==> src/cmd_pkg.sv <==
`default_nettype none

package cmd_pkg;

  // host command word
  localparam int cmd_width = 16;

  // set for a write, clear for a read request
  localparam int wr_bit = 15;

  // one byte on its way through the fifo and the line
  typedef logic [7:0] byte_t;

endpackage : cmd_pkg

`default_nettype wire

==> src/uart_line_pkg.sv <==
`default_nettype none

package uart_line_pkg;

  // data bits per character, sent lsb first
  localparam int data_bits = 8;

  // parity slot between the last data bit and the stop bit
  typedef enum logic [1:0] {
    parity_none = 2'd0,
    parity_even = 2'd1,
    parity_odd  = 2'd2
  } parity_e;

  // clocks per bit when the top level is left at its default
  localparam int def_clks_per_bit = 16;

endpackage : uart_line_pkg

`default_nettype wire
==> src/uart_cmd_bridge.sv <==
`timescale 1ns/1ps
`default_nettype none

module uart_cmd_bridge #(
  parameter int                     clks_per_bit = uart_line_pkg::def_clks_per_bit,
  parameter uart_line_pkg::parity_e parity       = uart_line_pkg::parity_odd,
  parameter int                     fifo_depth   = 8
) (
  input  wire                           clk,
  input  wire                           rst_n,
  input  wire [cmd_pkg::cmd_width-1:0]  cmd_in,
  input  wire                           cmd_vld,
  output logic                          cmd_rdy,
  output logic                          tx,
  input  wire                           rx,
  output logic                          read_rdy,
  output cmd_pkg::byte_t                read_data,
  output logic                          frame_err
);

  logic           push;
  cmd_pkg::byte_t push_data;
  logic           pop;
  cmd_pkg::byte_t pop_data;
  logic           empty;
  logic           room;

  cmd_splitter i_cmd_splitter (
    .clk       (clk),
    .rst_n     (rst_n),
    .cmd_in    (cmd_in),
    .cmd_vld   (cmd_vld),
    .room      (room),
    .cmd_rdy   (cmd_rdy),
    .push      (push),
    .push_data (push_data)
  );

  byte_fifo #(
    .fifo_depth (fifo_depth)
  ) i_byte_fifo (
    .clk       (clk),
    .rst_n     (rst_n),
    .push      (push),
    .push_data (push_data),
    .pop       (pop),
    .pop_data  (pop_data),
    .empty     (empty),
    .room      (room)
  );

  uart_tx #(
    .clks_per_bit (clks_per_bit),
    .parity       (parity)
  ) i_uart_tx (
    .clk      (clk),
    .rst_n    (rst_n),
    .empty    (empty),
    .pop_data (pop_data),
    .pop      (pop),
    .tx       (tx)
  );

  // receive side is independent of the command chain
  uart_rx #(
    .clks_per_bit (clks_per_bit),
    .parity       (parity)
  ) i_uart_rx (
    .clk       (clk),
    .rst_n     (rst_n),
    .rx        (rx),
    .read_rdy  (read_rdy),
    .read_data (read_data),
    .frame_err (frame_err)
  );

endmodule : uart_cmd_bridge

`default_nettype wire

==> src/uart_rx.sv <==
`timescale 1ns/1ps
`default_nettype none

module uart_rx #(
  parameter int                     clks_per_bit = uart_line_pkg::def_clks_per_bit,
  parameter uart_line_pkg::parity_e parity       = uart_line_pkg::parity_odd
) (
  input  wire             clk,
  input  wire             rst_n,
  input  wire             rx,
  output logic            read_rdy,
  output cmd_pkg::byte_t  read_data,
  output logic            frame_err
);

  localparam int cnt_w    = $clog2(clks_per_bit + 1);
  localparam int idx_w    = $clog2(uart_line_pkg::data_bits + 1);
  localparam int half_bit = clks_per_bit / 2;

  typedef enum logic [2:0] {
    st_idle,
    st_start,
    st_data,
    st_parity,
    st_stop
  } state_t;

  state_t           state;
  logic             rx_meta;
  logic             rx_sync;
  logic             rx_prev;
  logic             fall;
  logic [cnt_w-1:0] bit_cnt;
  logic [idx_w-1:0] bit_idx;
  logic             bit_end;
  logic             par_ok;
  logic             exp_par;

  always_ff @(posedge clk or negedge rst_n) begin
    if (!rst_n) begin
      rx_meta <= 1'b1;
      rx_sync <= 1'b1;
      rx_prev <= 1'b1;
    end else begin
      rx_meta <= rx;
      rx_sync <= rx_meta;
      rx_prev <= rx_sync;
    end
  end

  assign fall    = rx_prev && !rx_sync;
  assign bit_end = (bit_cnt == cnt_w'(clks_per_bit - 1));
  assign exp_par = (parity == uart_line_pkg::parity_odd) ? ~^read_data : ^read_data;

  // data bits come lsb first, shift in from the top
  always_ff @(posedge clk) begin
    if (state == st_data && bit_end) begin
      read_data <= {rx_sync, read_data[7:1]};
    end
  end

  always_ff @(posedge clk or negedge rst_n) begin
    if (!rst_n) begin
      state     <= st_idle;
      bit_cnt   <= '0;
      bit_idx   <= '0;
      par_ok    <= 1'b1;
      read_rdy  <= 1'b0;
      frame_err <= 1'b0;
    end else begin
      read_rdy  <= 1'b0;
      frame_err <= 1'b0;
      bit_cnt   <= bit_cnt + 1'b1;
      case (state)
        st_idle: begin
          bit_cnt <= '0;
          if (fall) begin
            state <= st_start;
          end
        end
        // start bit must still be low at mid-bit, else a glitch
        st_start: begin
          if (bit_cnt == cnt_w'(half_bit - 1)) begin
            bit_cnt <= '0;
            bit_idx <= '0;
            par_ok  <= 1'b1;
            state   <= rx_sync ? st_idle : st_data;
          end
        end
        st_data: begin
          if (bit_end) begin
            bit_cnt <= '0;
            bit_idx <= bit_idx + 1'b1;
            if (bit_idx == idx_w'(uart_line_pkg::data_bits - 1)) begin
              state <= (parity == uart_line_pkg::parity_none) ? st_stop : st_parity;
            end
          end
        end
        st_parity: begin
          if (bit_end) begin
            bit_cnt <= '0;
            par_ok  <= (rx_sync == exp_par);
            state   <= st_stop;
          end
        end
        st_stop: begin
          if (bit_end) begin
            bit_cnt <= '0;
            state   <= st_idle;
            if (rx_sync && par_ok) begin
              read_rdy <= 1'b1;
            end else begin
              frame_err <= 1'b1;
            end
          end
        end
        default: begin
          state <= st_idle;
        end
      endcase
    end
  end

  a_rdy_err_exclusive: assert property (
    @(posedge clk) disable iff (!rst_n)
    !(read_rdy && frame_err)
  );

endmodule : uart_rx

`default_nettype wire

==> src/uart_tx.sv <==
`timescale 1ns/1ps
`default_nettype none

module uart_tx #(
  parameter int                     clks_per_bit = uart_line_pkg::def_clks_per_bit,
  parameter uart_line_pkg::parity_e parity       = uart_line_pkg::parity_odd
) (
  input  wire                  clk,
  input  wire                  rst_n,
  input  wire                  empty,
  input  wire cmd_pkg::byte_t  pop_data,
  output logic                 pop,
  output logic                 tx
);

  localparam int has_par    = (parity == uart_line_pkg::parity_none) ? 0 : 1;
  // start, data, optional parity, stop
  localparam int frame_bits = uart_line_pkg::data_bits + 2 + has_par;
  localparam int frame_w    = uart_line_pkg::data_bits + 3;
  localparam int cnt_w      = $clog2(clks_per_bit + 1);
  localparam int idx_w      = $clog2(frame_w + 1);

  logic               busy;
  logic [cnt_w-1:0]   bit_cnt;
  logic [idx_w-1:0]   bit_idx;
  logic [frame_w-1:0] frame_q;
  logic               bit_end;
  logic               frame_end;
  logic               par_bit;

  assign bit_end   = busy && (bit_cnt == cnt_w'(clks_per_bit - 1));
  assign frame_end = bit_end && (bit_idx == idx_w'(frame_bits - 1));

  // reload during the last stop cycle so frames follow without a gap
  assign pop = !empty && (!busy || frame_end);

  assign par_bit = (parity == uart_line_pkg::parity_odd) ? ~^pop_data : ^pop_data;

  // idle register is all ones, so the line rests high
  assign tx = frame_q[0];

  always_ff @(posedge clk or negedge rst_n) begin
    if (!rst_n) begin
      busy    <= 1'b0;
      bit_cnt <= '0;
      bit_idx <= '0;
      frame_q <= '1;
    end else if (pop) begin
      busy    <= 1'b1;
      bit_cnt <= '0;
      bit_idx <= '0;
      if (has_par == 0) begin
        frame_q <= {2'b11, pop_data, 1'b0};
      end else begin
        frame_q <= {1'b1, par_bit, pop_data, 1'b0};
      end
    end else if (frame_end) begin
      busy    <= 1'b0;
      bit_cnt <= '0;
      bit_idx <= '0;
      frame_q <= '1;
    end else if (bit_end) begin
      bit_cnt <= '0;
      bit_idx <= bit_idx + 1'b1;
      frame_q <= {1'b1, frame_q[frame_w-1:1]};
    end else if (busy) begin
      bit_cnt <= bit_cnt + 1'b1;
    end
  end

  a_idle_line_high: assert property (
    @(posedge clk) disable iff (!rst_n)
    !busy |-> tx
  );

endmodule : uart_tx

`default_nettype wire

==> src/byte_fifo.sv <==
`timescale 1ns/1ps
`default_nettype none

module byte_fifo #(
  parameter int fifo_depth = 8
) (
  input  wire                  clk,
  input  wire                  rst_n,
  input  wire                  push,
  input  wire cmd_pkg::byte_t  push_data,
  input  wire                  pop,
  output cmd_pkg::byte_t       pop_data,
  output logic                 empty,
  output logic                 room
);

  localparam int ptr_w = $clog2(fifo_depth);
  localparam int cnt_w = ptr_w + 1;

  cmd_pkg::byte_t   mem [fifo_depth];
  logic [ptr_w-1:0] wr_ptr;
  logic [ptr_w-1:0] rd_ptr;
  logic [cnt_w-1:0] count;
  logic             full;
  logic             do_push;
  logic             do_pop;

  assign full  = (count == cnt_w'(fifo_depth));
  assign empty = (count == '0);
  // two free slots cover a whole write command
  assign room  = (count <= cnt_w'(fifo_depth - 2));

  assign do_push = push && !full;
  assign do_pop  = pop && !empty;

  // head is always on the output
  assign pop_data = mem[rd_ptr];

  always_ff @(posedge clk) begin
    if (do_push) begin
      mem[wr_ptr] <= push_data;
    end
  end

  // depth is a power of two, pointers wrap on their own
  always_ff @(posedge clk or negedge rst_n) begin
    if (!rst_n) begin
      wr_ptr <= '0;
      rd_ptr <= '0;
      count  <= '0;
    end else begin
      if (do_push) begin
        wr_ptr <= wr_ptr + 1'b1;
      end
      if (do_pop) begin
        rd_ptr <= rd_ptr + 1'b1;
      end
      case ({do_push, do_pop})
        2'b10:   count <= count + 1'b1;
        2'b01:   count <= count - 1'b1;
        default: count <= count;
      endcase
    end
  end

  a_no_push_full: assert property (
    @(posedge clk) disable iff (!rst_n)
    full |-> !push
  );

  a_no_pop_empty: assert property (
    @(posedge clk) disable iff (!rst_n)
    empty |-> !pop
  );

endmodule : byte_fifo

`default_nettype wire

==> src/cmd_splitter.sv <==
`timescale 1ns/1ps
`default_nettype none

module cmd_splitter (
  input  wire                           clk,
  input  wire                           rst_n,
  input  wire [cmd_pkg::cmd_width-1:0]  cmd_in,
  input  wire                           cmd_vld,
  input  wire                           room,
  output logic                          cmd_rdy,
  output logic                          push,
  output cmd_pkg::byte_t                push_data
);

  localparam int byte_w = $bits(cmd_pkg::byte_t);

  typedef enum logic [1:0] {
    st_idle,
    st_hi,
    st_lo
  } state_t;

  state_t                        state;
  logic [cmd_pkg::cmd_width-1:0] cmd_q;
  logic                          accept;

  // only take a command when both bytes are sure to fit
  assign cmd_rdy = (state == st_idle) && room;
  assign accept  = cmd_vld && cmd_rdy;

  assign push      = (state == st_hi) || (state == st_lo);
  assign push_data = (state == st_hi) ? cmd_q[cmd_pkg::cmd_width-1 -: byte_w]
                                      : cmd_q[byte_w-1:0];

  always_ff @(posedge clk) begin
    if (accept) begin
      cmd_q <= cmd_in;
    end
  end

  always_ff @(posedge clk or negedge rst_n) begin
    if (!rst_n) begin
      state <= st_idle;
    end else begin
      case (state)
        st_idle: begin
          if (accept) begin
            state <= st_hi;
          end
        end
        // read requests stop after the high byte
        st_hi: begin
          state <= cmd_q[cmd_pkg::wr_bit] ? st_lo : st_idle;
        end
        st_lo: begin
          state <= st_idle;
        end
        default: begin
          state <= st_idle;
        end
      endcase
    end
  end

  // high byte push still finds two free slots in the fifo
  a_push_had_room: assert property (
    @(posedge clk) disable iff (!rst_n)
    (state == st_hi) |-> room
  );

endmodule : cmd_splitter

`default_nettype wire

==> config.mk <==
export PLATFORM = sky130hd
export DESIGN_NAME = uart_cmd_bridge
export DESIGN_NICKNAME = d
export VERILOG_FILES = /design/src/cmd_pkg.sv /design/src/uart_line_pkg.sv /design/src/uart_cmd_bridge.sv /design/src/uart_rx.sv /design/src/uart_tx.sv /design/src/byte_fifo.sv /design/src/cmd_splitter.sv
export SDC_FILE = /design/constraint.sdc
export NUM_CORES = 1
export LEC_CHECK = 0
export ABC_CLOCK_PERIOD_IN_PS = 8300
export BUFFER_PORTS_ARGS = -buffer_cell sky130_fd_sc_hd__buf_4
export CAP_MARGIN = 20
export CORE_ASPECT_RATIO = 0.7
export CORE_MARGIN = 1
export CORE_UTILIZATION = 41
export DETAILED_ROUTE_END_ITERATION = 12
export SYNTH_ARGS = -nofsm -noshare
export SYNTH_HDL_FRONTEND = slang
export SYNTH_HIERARCHICAL = 1
export SYNTH_SLANG_ARGS = --single-unit
export TNS_END_PERCENT = 100
==> constraint.sdc <==
create_clock -name clk -period 8.3 [get_ports clk]
set_clock_uncertainty 0.05 [all_clocks]
set_input_delay 0.415 -clock clk [delete_from_list [all_inputs] [get_ports clk]]
set_output_delay 0.415 -clock clk [all_outputs]
set_load 0.01 [all_outputs]
# [Word level (Yosys, flattened, before mapping)]
# Memory sizes are Yosys's and may differ from the RTL's.
# Index checks and enable logic that the tools add are counted.
# Widths: inputs -> output; s select.
[word_totals] reg_bits=75 latchBits=0 mem_bits_rw=64 mem_bits_ro=0 out_inout_bits=12 wordCells=124 mem_count=1
[classes] add_sub_neg=8 multipliers=0 div_mod_pow=0 magnitude_cmp=1 eq_ne=22 shift=0 muxes=42 bitwise_logic=0 n_reduce_logical=31
[memory_table] memory="i_byte_fifo.mem" depth=8 word_bits=8 rd=1 rd_ports_with_merged_regs=0 wr=1 line_no="byte_fifo.sv:20" source="cmd_pkg::byte_t mem [fifo_depth];"
[op_table] operator="$mux 11" count=3
[op_table] operator="$mux 5" count=6
[op_table] operator="$mux 4" count=5
[op_table] operator="$mux 3" count=6
[op_table] operator="$pmux 4 s2" count=2
[op_table] operator="$reduce_xnor 8->1" count=2
[op_table] operator="$pmux 3 s5" count=1
[op_table] operator="$pmux 5 s3" count=1
[op_table] operator="$add 4x1->4 const B" count=3
[op_table] operator="$mux 1" count=12
[op_table] operator="$ne 2x1->1 const B" count=6
[op_table] operator="$add 5x1->5 const B" count=2
[op_table] operator="$eq 5x4->1 const B" count=2
[op_table] operator="$logic_and 1x1->1" count=10
[op_table] operator="$eq 4x4->1 const B" count=2
[op_table] operator="$mux 8" count=1
[op_table] operator="$reduce_bool 2->1" count=4
[op_table] operator="$add 3x1->3 const B" count=2
[op_table] operator="$eq 3x2->1 const B" count=2
[op_table] operator="$mux 2" count=3
[op_table] operator="$reduce_and 3->1" count=2
[op_table] operator="$reduce_and 6->1" count=1
[op_table] operator="$eq 5x3->1 const B" count=1
[op_table] operator="$eq 2x1->1 const B" count=2
[op_table] operator="other kinds (18)" count=23

# [Logic depth before layout (Yosys ltp)]
[depth] ltp_word=8 mapped_depth=12 ltp_nobuf=12

# [Cells and area by module]
# The synthesis kept the hierarchy.
[modules_own_cells] mod="byte_fifo" n_inst=1 cells_per_inst=161 area_each_um2=3131.8
[modules_own_cells] mod="uart_rx" n_inst=1 cells_per_inst=109 area_each_um2=1301.2
[modules_own_cells] mod="uart_tx" n_inst=1 cells_per_inst=117 area_each_um2=1106.1
[modules_own_cells] mod="cmd_splitter" n_inst=1 cells_per_inst=39 area_each_um2=737.0

# [Worst setup path after synthesis]
# OpenSTA, ideal clock, no wires.
[synth_timing] path_kind="register to register" startpoint="reg i_uart_tx.bit_cnt[0]" endpoint="reg i_byte_fifo.count[3]" setup_ns=0.134 t_arrival_ns=2.980 t_required_ns=8.116 slack_ns=5.136 stages_incl_launch_ff=12 cell_sequence="dfrtp_1 ha_1 and4b_4 a21boi_1 nor2_1 o41ai_1 inv_1 ha_1 ha_1 or4b_2 o311ai_0 o211ai_1"
[synth_between] elab_chain_len=8
[synth_lines] element="from (decl)" line_no="uart_tx.sv:24" source="logic [cnt_w-1:0] bit_cnt;"
[synth_lines] element="from (signal assigned)" line_no="uart_tx.sv:67" source="bit_cnt <= bit_cnt + 1'b1;"
[synth_lines] element="$eq 5x4->1 (*)" line_no="uart_tx.sv:31" source="assign bit_end = busy && (bit_cnt == cnt_w'(clks_per_bit - 1));"
[synth_lines] element="$logic_and 1x1->1 (*)" line_no="uart_tx.sv:31"
[synth_lines] element="$logic_and 1x1->1 (*)" line_no="uart_tx.sv:32" source="assign frame_end = bit_end && (bit_idx == idx_w'(frame_bits - 1));"
[synth_lines] element="$logic_or 1x1->1 (*)" line_no="uart_tx.sv:35" source="assign pop = !empty && (!busy || frame_end);"
[synth_lines] element="$logic_and 1x1->1 (*)" line_no="uart_tx.sv:35"
[synth_lines] element="named net pop" line_no="uart_cmd_bridge.sv:23" source="logic pop;"
[synth_lines] element="$logic_and 1x1->1 (*)" line_no="byte_fifo.sv:34" source="assign do_pop = pop && !empty;"
[synth_lines] element="named net i_byte_fifo.do_pop" line_no="byte_fifo.sv:26" source="logic do_pop;"
[synth_lines] element="$eq 2x1->1 / $eq 2x2->1 (equally long branches)" line_no="byte_fifo.sv:58" source="case ({do_push, do_pop})"
[synth_lines] element="$pmux 4 s2 / $reduce_bool 2->1 (equally long branches)"
[synth_lines] element="to (signal assigned)" line_no="byte_fifo.sv:59" source="2'b10: count <= count + 1'b1;"
[synth_lines] element="to (signal assigned)" line_no="byte_fifo.sv:60" source="2'b01: count <= count - 1'b1;"
[synth_lines] element="to (signal assigned)" line_no="byte_fifo.sv:61" source="default: count <= count;"
[synth_lines] element="to (decl)" line_no="byte_fifo.sv:23" source="logic [cnt_w-1:0] count;"
# Mark *: on every way through the listed nets, which the timed path passes. The rest lies on a longest branch.
# A chain may end at the register's enable or synchronous reset.

# [Worst setup path in the final report]
[layout_timing] startpoint="reg i_uart_tx.bit_idx[0]" endpoint="reg i_byte_fifo.count[3]"
[layout_between] elab_chain_len=7
[layout_lines] element="from (decl)" line_no="uart_tx.sv:25" source="logic [idx_w-1:0] bit_idx;"
[layout_lines] element="from (signal assigned)" line_no="uart_tx.sv:64" source="bit_idx <= bit_idx + 1'b1;"
[layout_lines] element="$eq 4x4->1 (*)" line_no="uart_tx.sv:32"
[layout_lines] element="$logic_and 1x1->1 (*)" line_no="uart_tx.sv:32"
[layout_lines] element="$logic_or 1x1->1 (*)" line_no="uart_tx.sv:35"
[layout_lines] element="$logic_and 1x1->1 (*)" line_no="uart_tx.sv:35"
[layout_lines] element="named net pop" line_no="uart_cmd_bridge.sv:23"
[layout_lines] element="$logic_and 1x1->1 (*)" line_no="byte_fifo.sv:34"
[layout_lines] element="named net i_byte_fifo.do_pop" line_no="byte_fifo.sv:26"
[layout_lines] element="$eq 2x1->1 / $eq 2x2->1 (equally long branches)" line_no="byte_fifo.sv:58"
[layout_lines] element="$pmux 4 s2 / $reduce_bool 2->1 (equally long branches)"
# Marks and branches as above.

==> flow_metrics.py <==
metrics = {
    "run_status": {
        "status": "complete, no violations",
    },
    "cells_and_area": {
        "area_growth_pct": 16.5,
        "finish.instance_area_um2": 7310,
        "fillers": 1261,
        "drive_gt1_share_pct": 23.1,
        "mostFrequentLayoutCells": "edfxtp_1, dfrtp_1, buf_4, nor2_1, nand2_1",
        "final_common_cell": "edfxtp_1",
        "finalNetCount": 500,
        "antenna_cells": 0,
    },
    "critical_path": {
        "critPathLaunchType": "flip-flop",
        "end_kind": "flip-flop",
        "crit_chain": "inv_1 -> ha_1 -> and3b_1 -> a21boi_1 -> nor2_1 -> o41ai_1 -> inv_1 -> ha_1 -> ha_1 -> or4b_2 -> o311ai_0 -> o211ai_1",
        "timing_worst_setup_path_type": "reg -> reg",
        "crit_slowest_cell": "or4b_2",
        "crit_arrival_ns": 4.00,
        "cpPeakStageDelay_ns": 0.67,
        "worstPathMaxFanout": 14,
        "crit_family": "simple AND/OR/NAND/NOR gates",
        "cp.required_ns": 8.54,
        "crit_path_frequent_cell": "ha_1",
        "path_buf_inv": 2,
    },
    "clock_network": {
        "clkTransAtPathRegs_ns": 0.07,
        "cts_num_sinks": 138,
        "clock_tree.root_cell": "clkbuf_16",
        "clk_latency_ns": 0.42,
        "holdBufCountCts": 1,
        "post_cts_resized": 0,
        "post_cts_buffers": 0,
        "cts_buffers": 17,
        "cts_tree": "yes",
        "cts_buffer_depth": 2,
        "cts_max_level": 4,
    },
    "pwr": {
        "vdd_drop_max_mv": 0.191,
        "combPwrFrac_pct": 20.4,
        "pwr-share-seq_pct": 43.5,
        "sw_frac_of_total_pct": 29.1,
        "switchingPower_uw": 656,
        "cellInternalPower_mw": 1.60,
        "power_density_nw_per_um2": 308,
        "clkPwrFrac_pct": 36.1,
        "p_leak_nw": 2.81,
    },
    "yosys": {
        "synth_compound_area_share_pct": 7.32,
        "synthSimpleGateAreaFrac_pct": 10.3,
        "synth_cells": 426,
        "ys.flop_type": "edfxtp_1",
        "synth_top_family_by_area": "multiplexers",
        "ys_ff_latch": 138,
        "synth_edf_count": 88,
        "synth_async_sr_flop_share_pct": 36.2,
        "synth_area_um2": 6280,
        "synth_mux_area_share_pct": 10.5,
        "syn_nets": 463,
        "synth_fa_ha_area_share_pct": 3.51,
        "yosysUniqueCellTypes": 66,
        "ys_seq_area_share_pct": 62.3,
        "synth_xor_area_share_pct": 3.43,
        "yosysWarnings": 6,
        "syn_area_per_cell_um2": 14.7,
    },
    "routing": {
        "ant_nets": 0,
        "vias": 3543,
        "drt_iter0_drc": 209,
        "wirelength_um": 11100,
        "avgRoutedWirePerCell_um": 16.6,
        "drc_errors": 0,
        "drt-pass1-iter-count": 5,
        "vias_per_cell": 5.28,
    },
    "grt": {
        "grt_pass1_vias": 3454,
        "grt_pass1_wl_um": 18400,
        "gr-total-overflow": 0,
        "antenna_found_initial": 0,
        "grt_max_degree": 51,
        "grt.total_usage_pct": 15.7,
    },
    "timing": {
        "rsz0062_at_grt": "no",
        "hold_ws_ns": 0.0467,
        "fin_crit_ns": 3.76,
        "hold_viol": 0,
        "period_share_pct": 45.3,
        "drv_slew": 0,
        "slew_headroom_pct": 34.6,
        "setup_tns_ns": 0,
        "tightest_slew_ns": 0.971,
        "finalSetupViolations": 0,
        "max_freq_mhz": 266,
    },
    "die": {
        "die-area_um2": 15800,
        "start_util_pct": 42.4,
        "core-area_um2": 14800,
        "rows": 37,
        "die_h_um": 106,
        "dieWidth_um": 150,
        "ios": 32,
    },
    "placed_design": {
        "gp_congestion": 0.775,
        "place_area_um2": 6670,
        "io_buffers": 31,
        "hpwl_um": 7300,
    },
    "min_path": {
        "hp-class": "in -> reg",
    },
    "flow_run": {
        "cap_violations": 0,
    },
}
-- path summary, 6_finish.rpt --
check | startpoint | to | slack (ns) | cells past startpoint
max in group asynchronous | rst_n | i_uart_tx/bit_cnt[3] | 7.25 | 2
worst min-delay path | rx | i_uart_rx/rx_meta | 0.05 | 1
worst max-delay path | i_uart_tx/bit_idx[0] | i_byte_fifo/count[3] | 4.54 | 12
worst min register to register | i_uart_rx/rx_meta | i_uart_rx/rx_sync | 0.31 | 0
min in group asynchronous | rst_n | i_uart_rx/bit_cnt[4] | 0.51 | 2
worst max register to register | i_uart_tx/bit_idx[0] | i_byte_fifo/count[3] | 4.54 | 12
-- flip-flops by register name, summed over array words and instances (netlist names) --
name and count:
i_byte_fifo/mem 64, i_uart_rx/bit_idx 4, i_byte_fifo/wr_ptr 3, i_byte_fifo/rd_ptr 3
i_uart_rx/rx_sync 1, i_uart_rx/bit_cnt 5, i_uart_rx/par_ok 1, i_uart_rx/rx_prev 1
i_uart_tx/bit_idx 4, i_uart_tx/busy 1, i_uart_rx/rx_meta 1, i_uart_rx/state 3
i_cmd_splitter/state 2, i_uart_rx/read_rdy 1, i_uart_tx/bit_cnt 5, i_uart_rx/frame_err 1
i_uart_rx/read_data 8, i_cmd_splitter/cmd_q 16, i_uart_tx/frame_q 10, i_byte_fifo/count 4
-- power groups by stage --
stage / clock [mW] / combinational [mW] / sequential (mW)
floorplan: 0 / 0.356 / 0.963
global placement: 0 / 0.436 / 0.986
detailed placement: 0 / 0.457 / 0.992
CTS: 0.830 / 0.462 / 0.980
global route: 0.866 / 0.509 / 0.995
finish: 0.814 / 0.459 / 0.980
-- stage by stage --
stage          std cells  setup WS, ns  util, %  power (mW)
3_5_place_dp         638          4.60     45.0        1.45
6_report             671          4.54     49.4        2.25
2_1_floorplan        426          5.14        -        1.32
4_1_cts              671          4.59     49.4        2.27
5_1_grt              671          4.26     49.4        2.37
3_3_place_gp         638          4.76     45.0        1.42
-- worst reg2reg max path, stage by stage, from the launching register on --
cell and delay, ns:
dfrtp_1 0.40, inv_1 0.06, ha_1 0.20, and3b_1 0.31, a21boi_1 0.50, nor2_1 0.16
o41ai_1 0.16, inv_1 0.16, ha_1 0.32, ha_1 0.37, or4b_2 0.67, o311ai_0 0.14
o211ai_1 0.12
-- cell usage after synthesis, types with 2 or more instances --
master	instances	area share [%]
a21oi_1	7	0.56
a22o_1	10	1.4
a31oi_1	6	0.60
a41oi_1	2	0.28
and2_1	2	0.20
and3_1	2	0.20
buf_1	3	0.18
buf_2	3	0.24
buf_6	3	0.54
clkbuf_1	6	0.36
dfrtp_1	36	14
dfstp_2	14	5.9
edfxtp_1	88	42
ha_1	16	3.2
inv_1	15	0.90
mux2_2	17	3.1
mux2i_1	3	0.48
mux4_1	16	6.7
nand2_1	22	1.3
nand2b_1	3	0.30
nand3_1	13	1.0
nand3b_1	2	0.24
nor2_1	25	1.5
nor2b_1	6	0.60
nor3_1	6	0.48
nor3b_1	4	0.48
nor3b_4	2	0.60
o21ai_0	17	1.4
o21ai_1	5	0.40
o31ai_1	4	0.48
o41ai_1	2	0.28
or3_1	11	1.1
or4_1	2	0.24
xnor2_1	15	2.1
xor2_1	7	0.98
-- area by class of cell --
type	instances	area (um2)	share of cell area, %
Clock buffer	17	425	5.82
Clock inverter	15	213	2.91
Inverter	15	56.3	0.770
Multi-Input combinational cell	256	2200	30.1
Sequential cell	138	3910	53.5
Tap cell	195	244	3.34
Timing Repair Buffer	35	265	3.63
-- logic make-up (layout without fill, tap and decap cells) --
family          count (synthesis)  count (layout)
buf+inv                        32              82
simple gates                  114             114
compound gates                 65              65
xor+xnor                       23              23
fa+ha+maj                      17              17
mux                            37              37
flops                         138             138
-- metal layers --
| layer | share of wire (%) | global-route usage, % | vias up |
|---|---|---|---|
| met2 | 45 | 22.4 | 76 |
| li1 | - | - | 1705 |
| met1 | 50 | 22.8 | 1755 |
| met4 | 0.79 | 4.76 | 0 |
| met5 | 0 | 0 | - |
| met3 | 4.0 | 4.94 | 7 |
No activity file was read; power rests on OpenSTA's default activity.
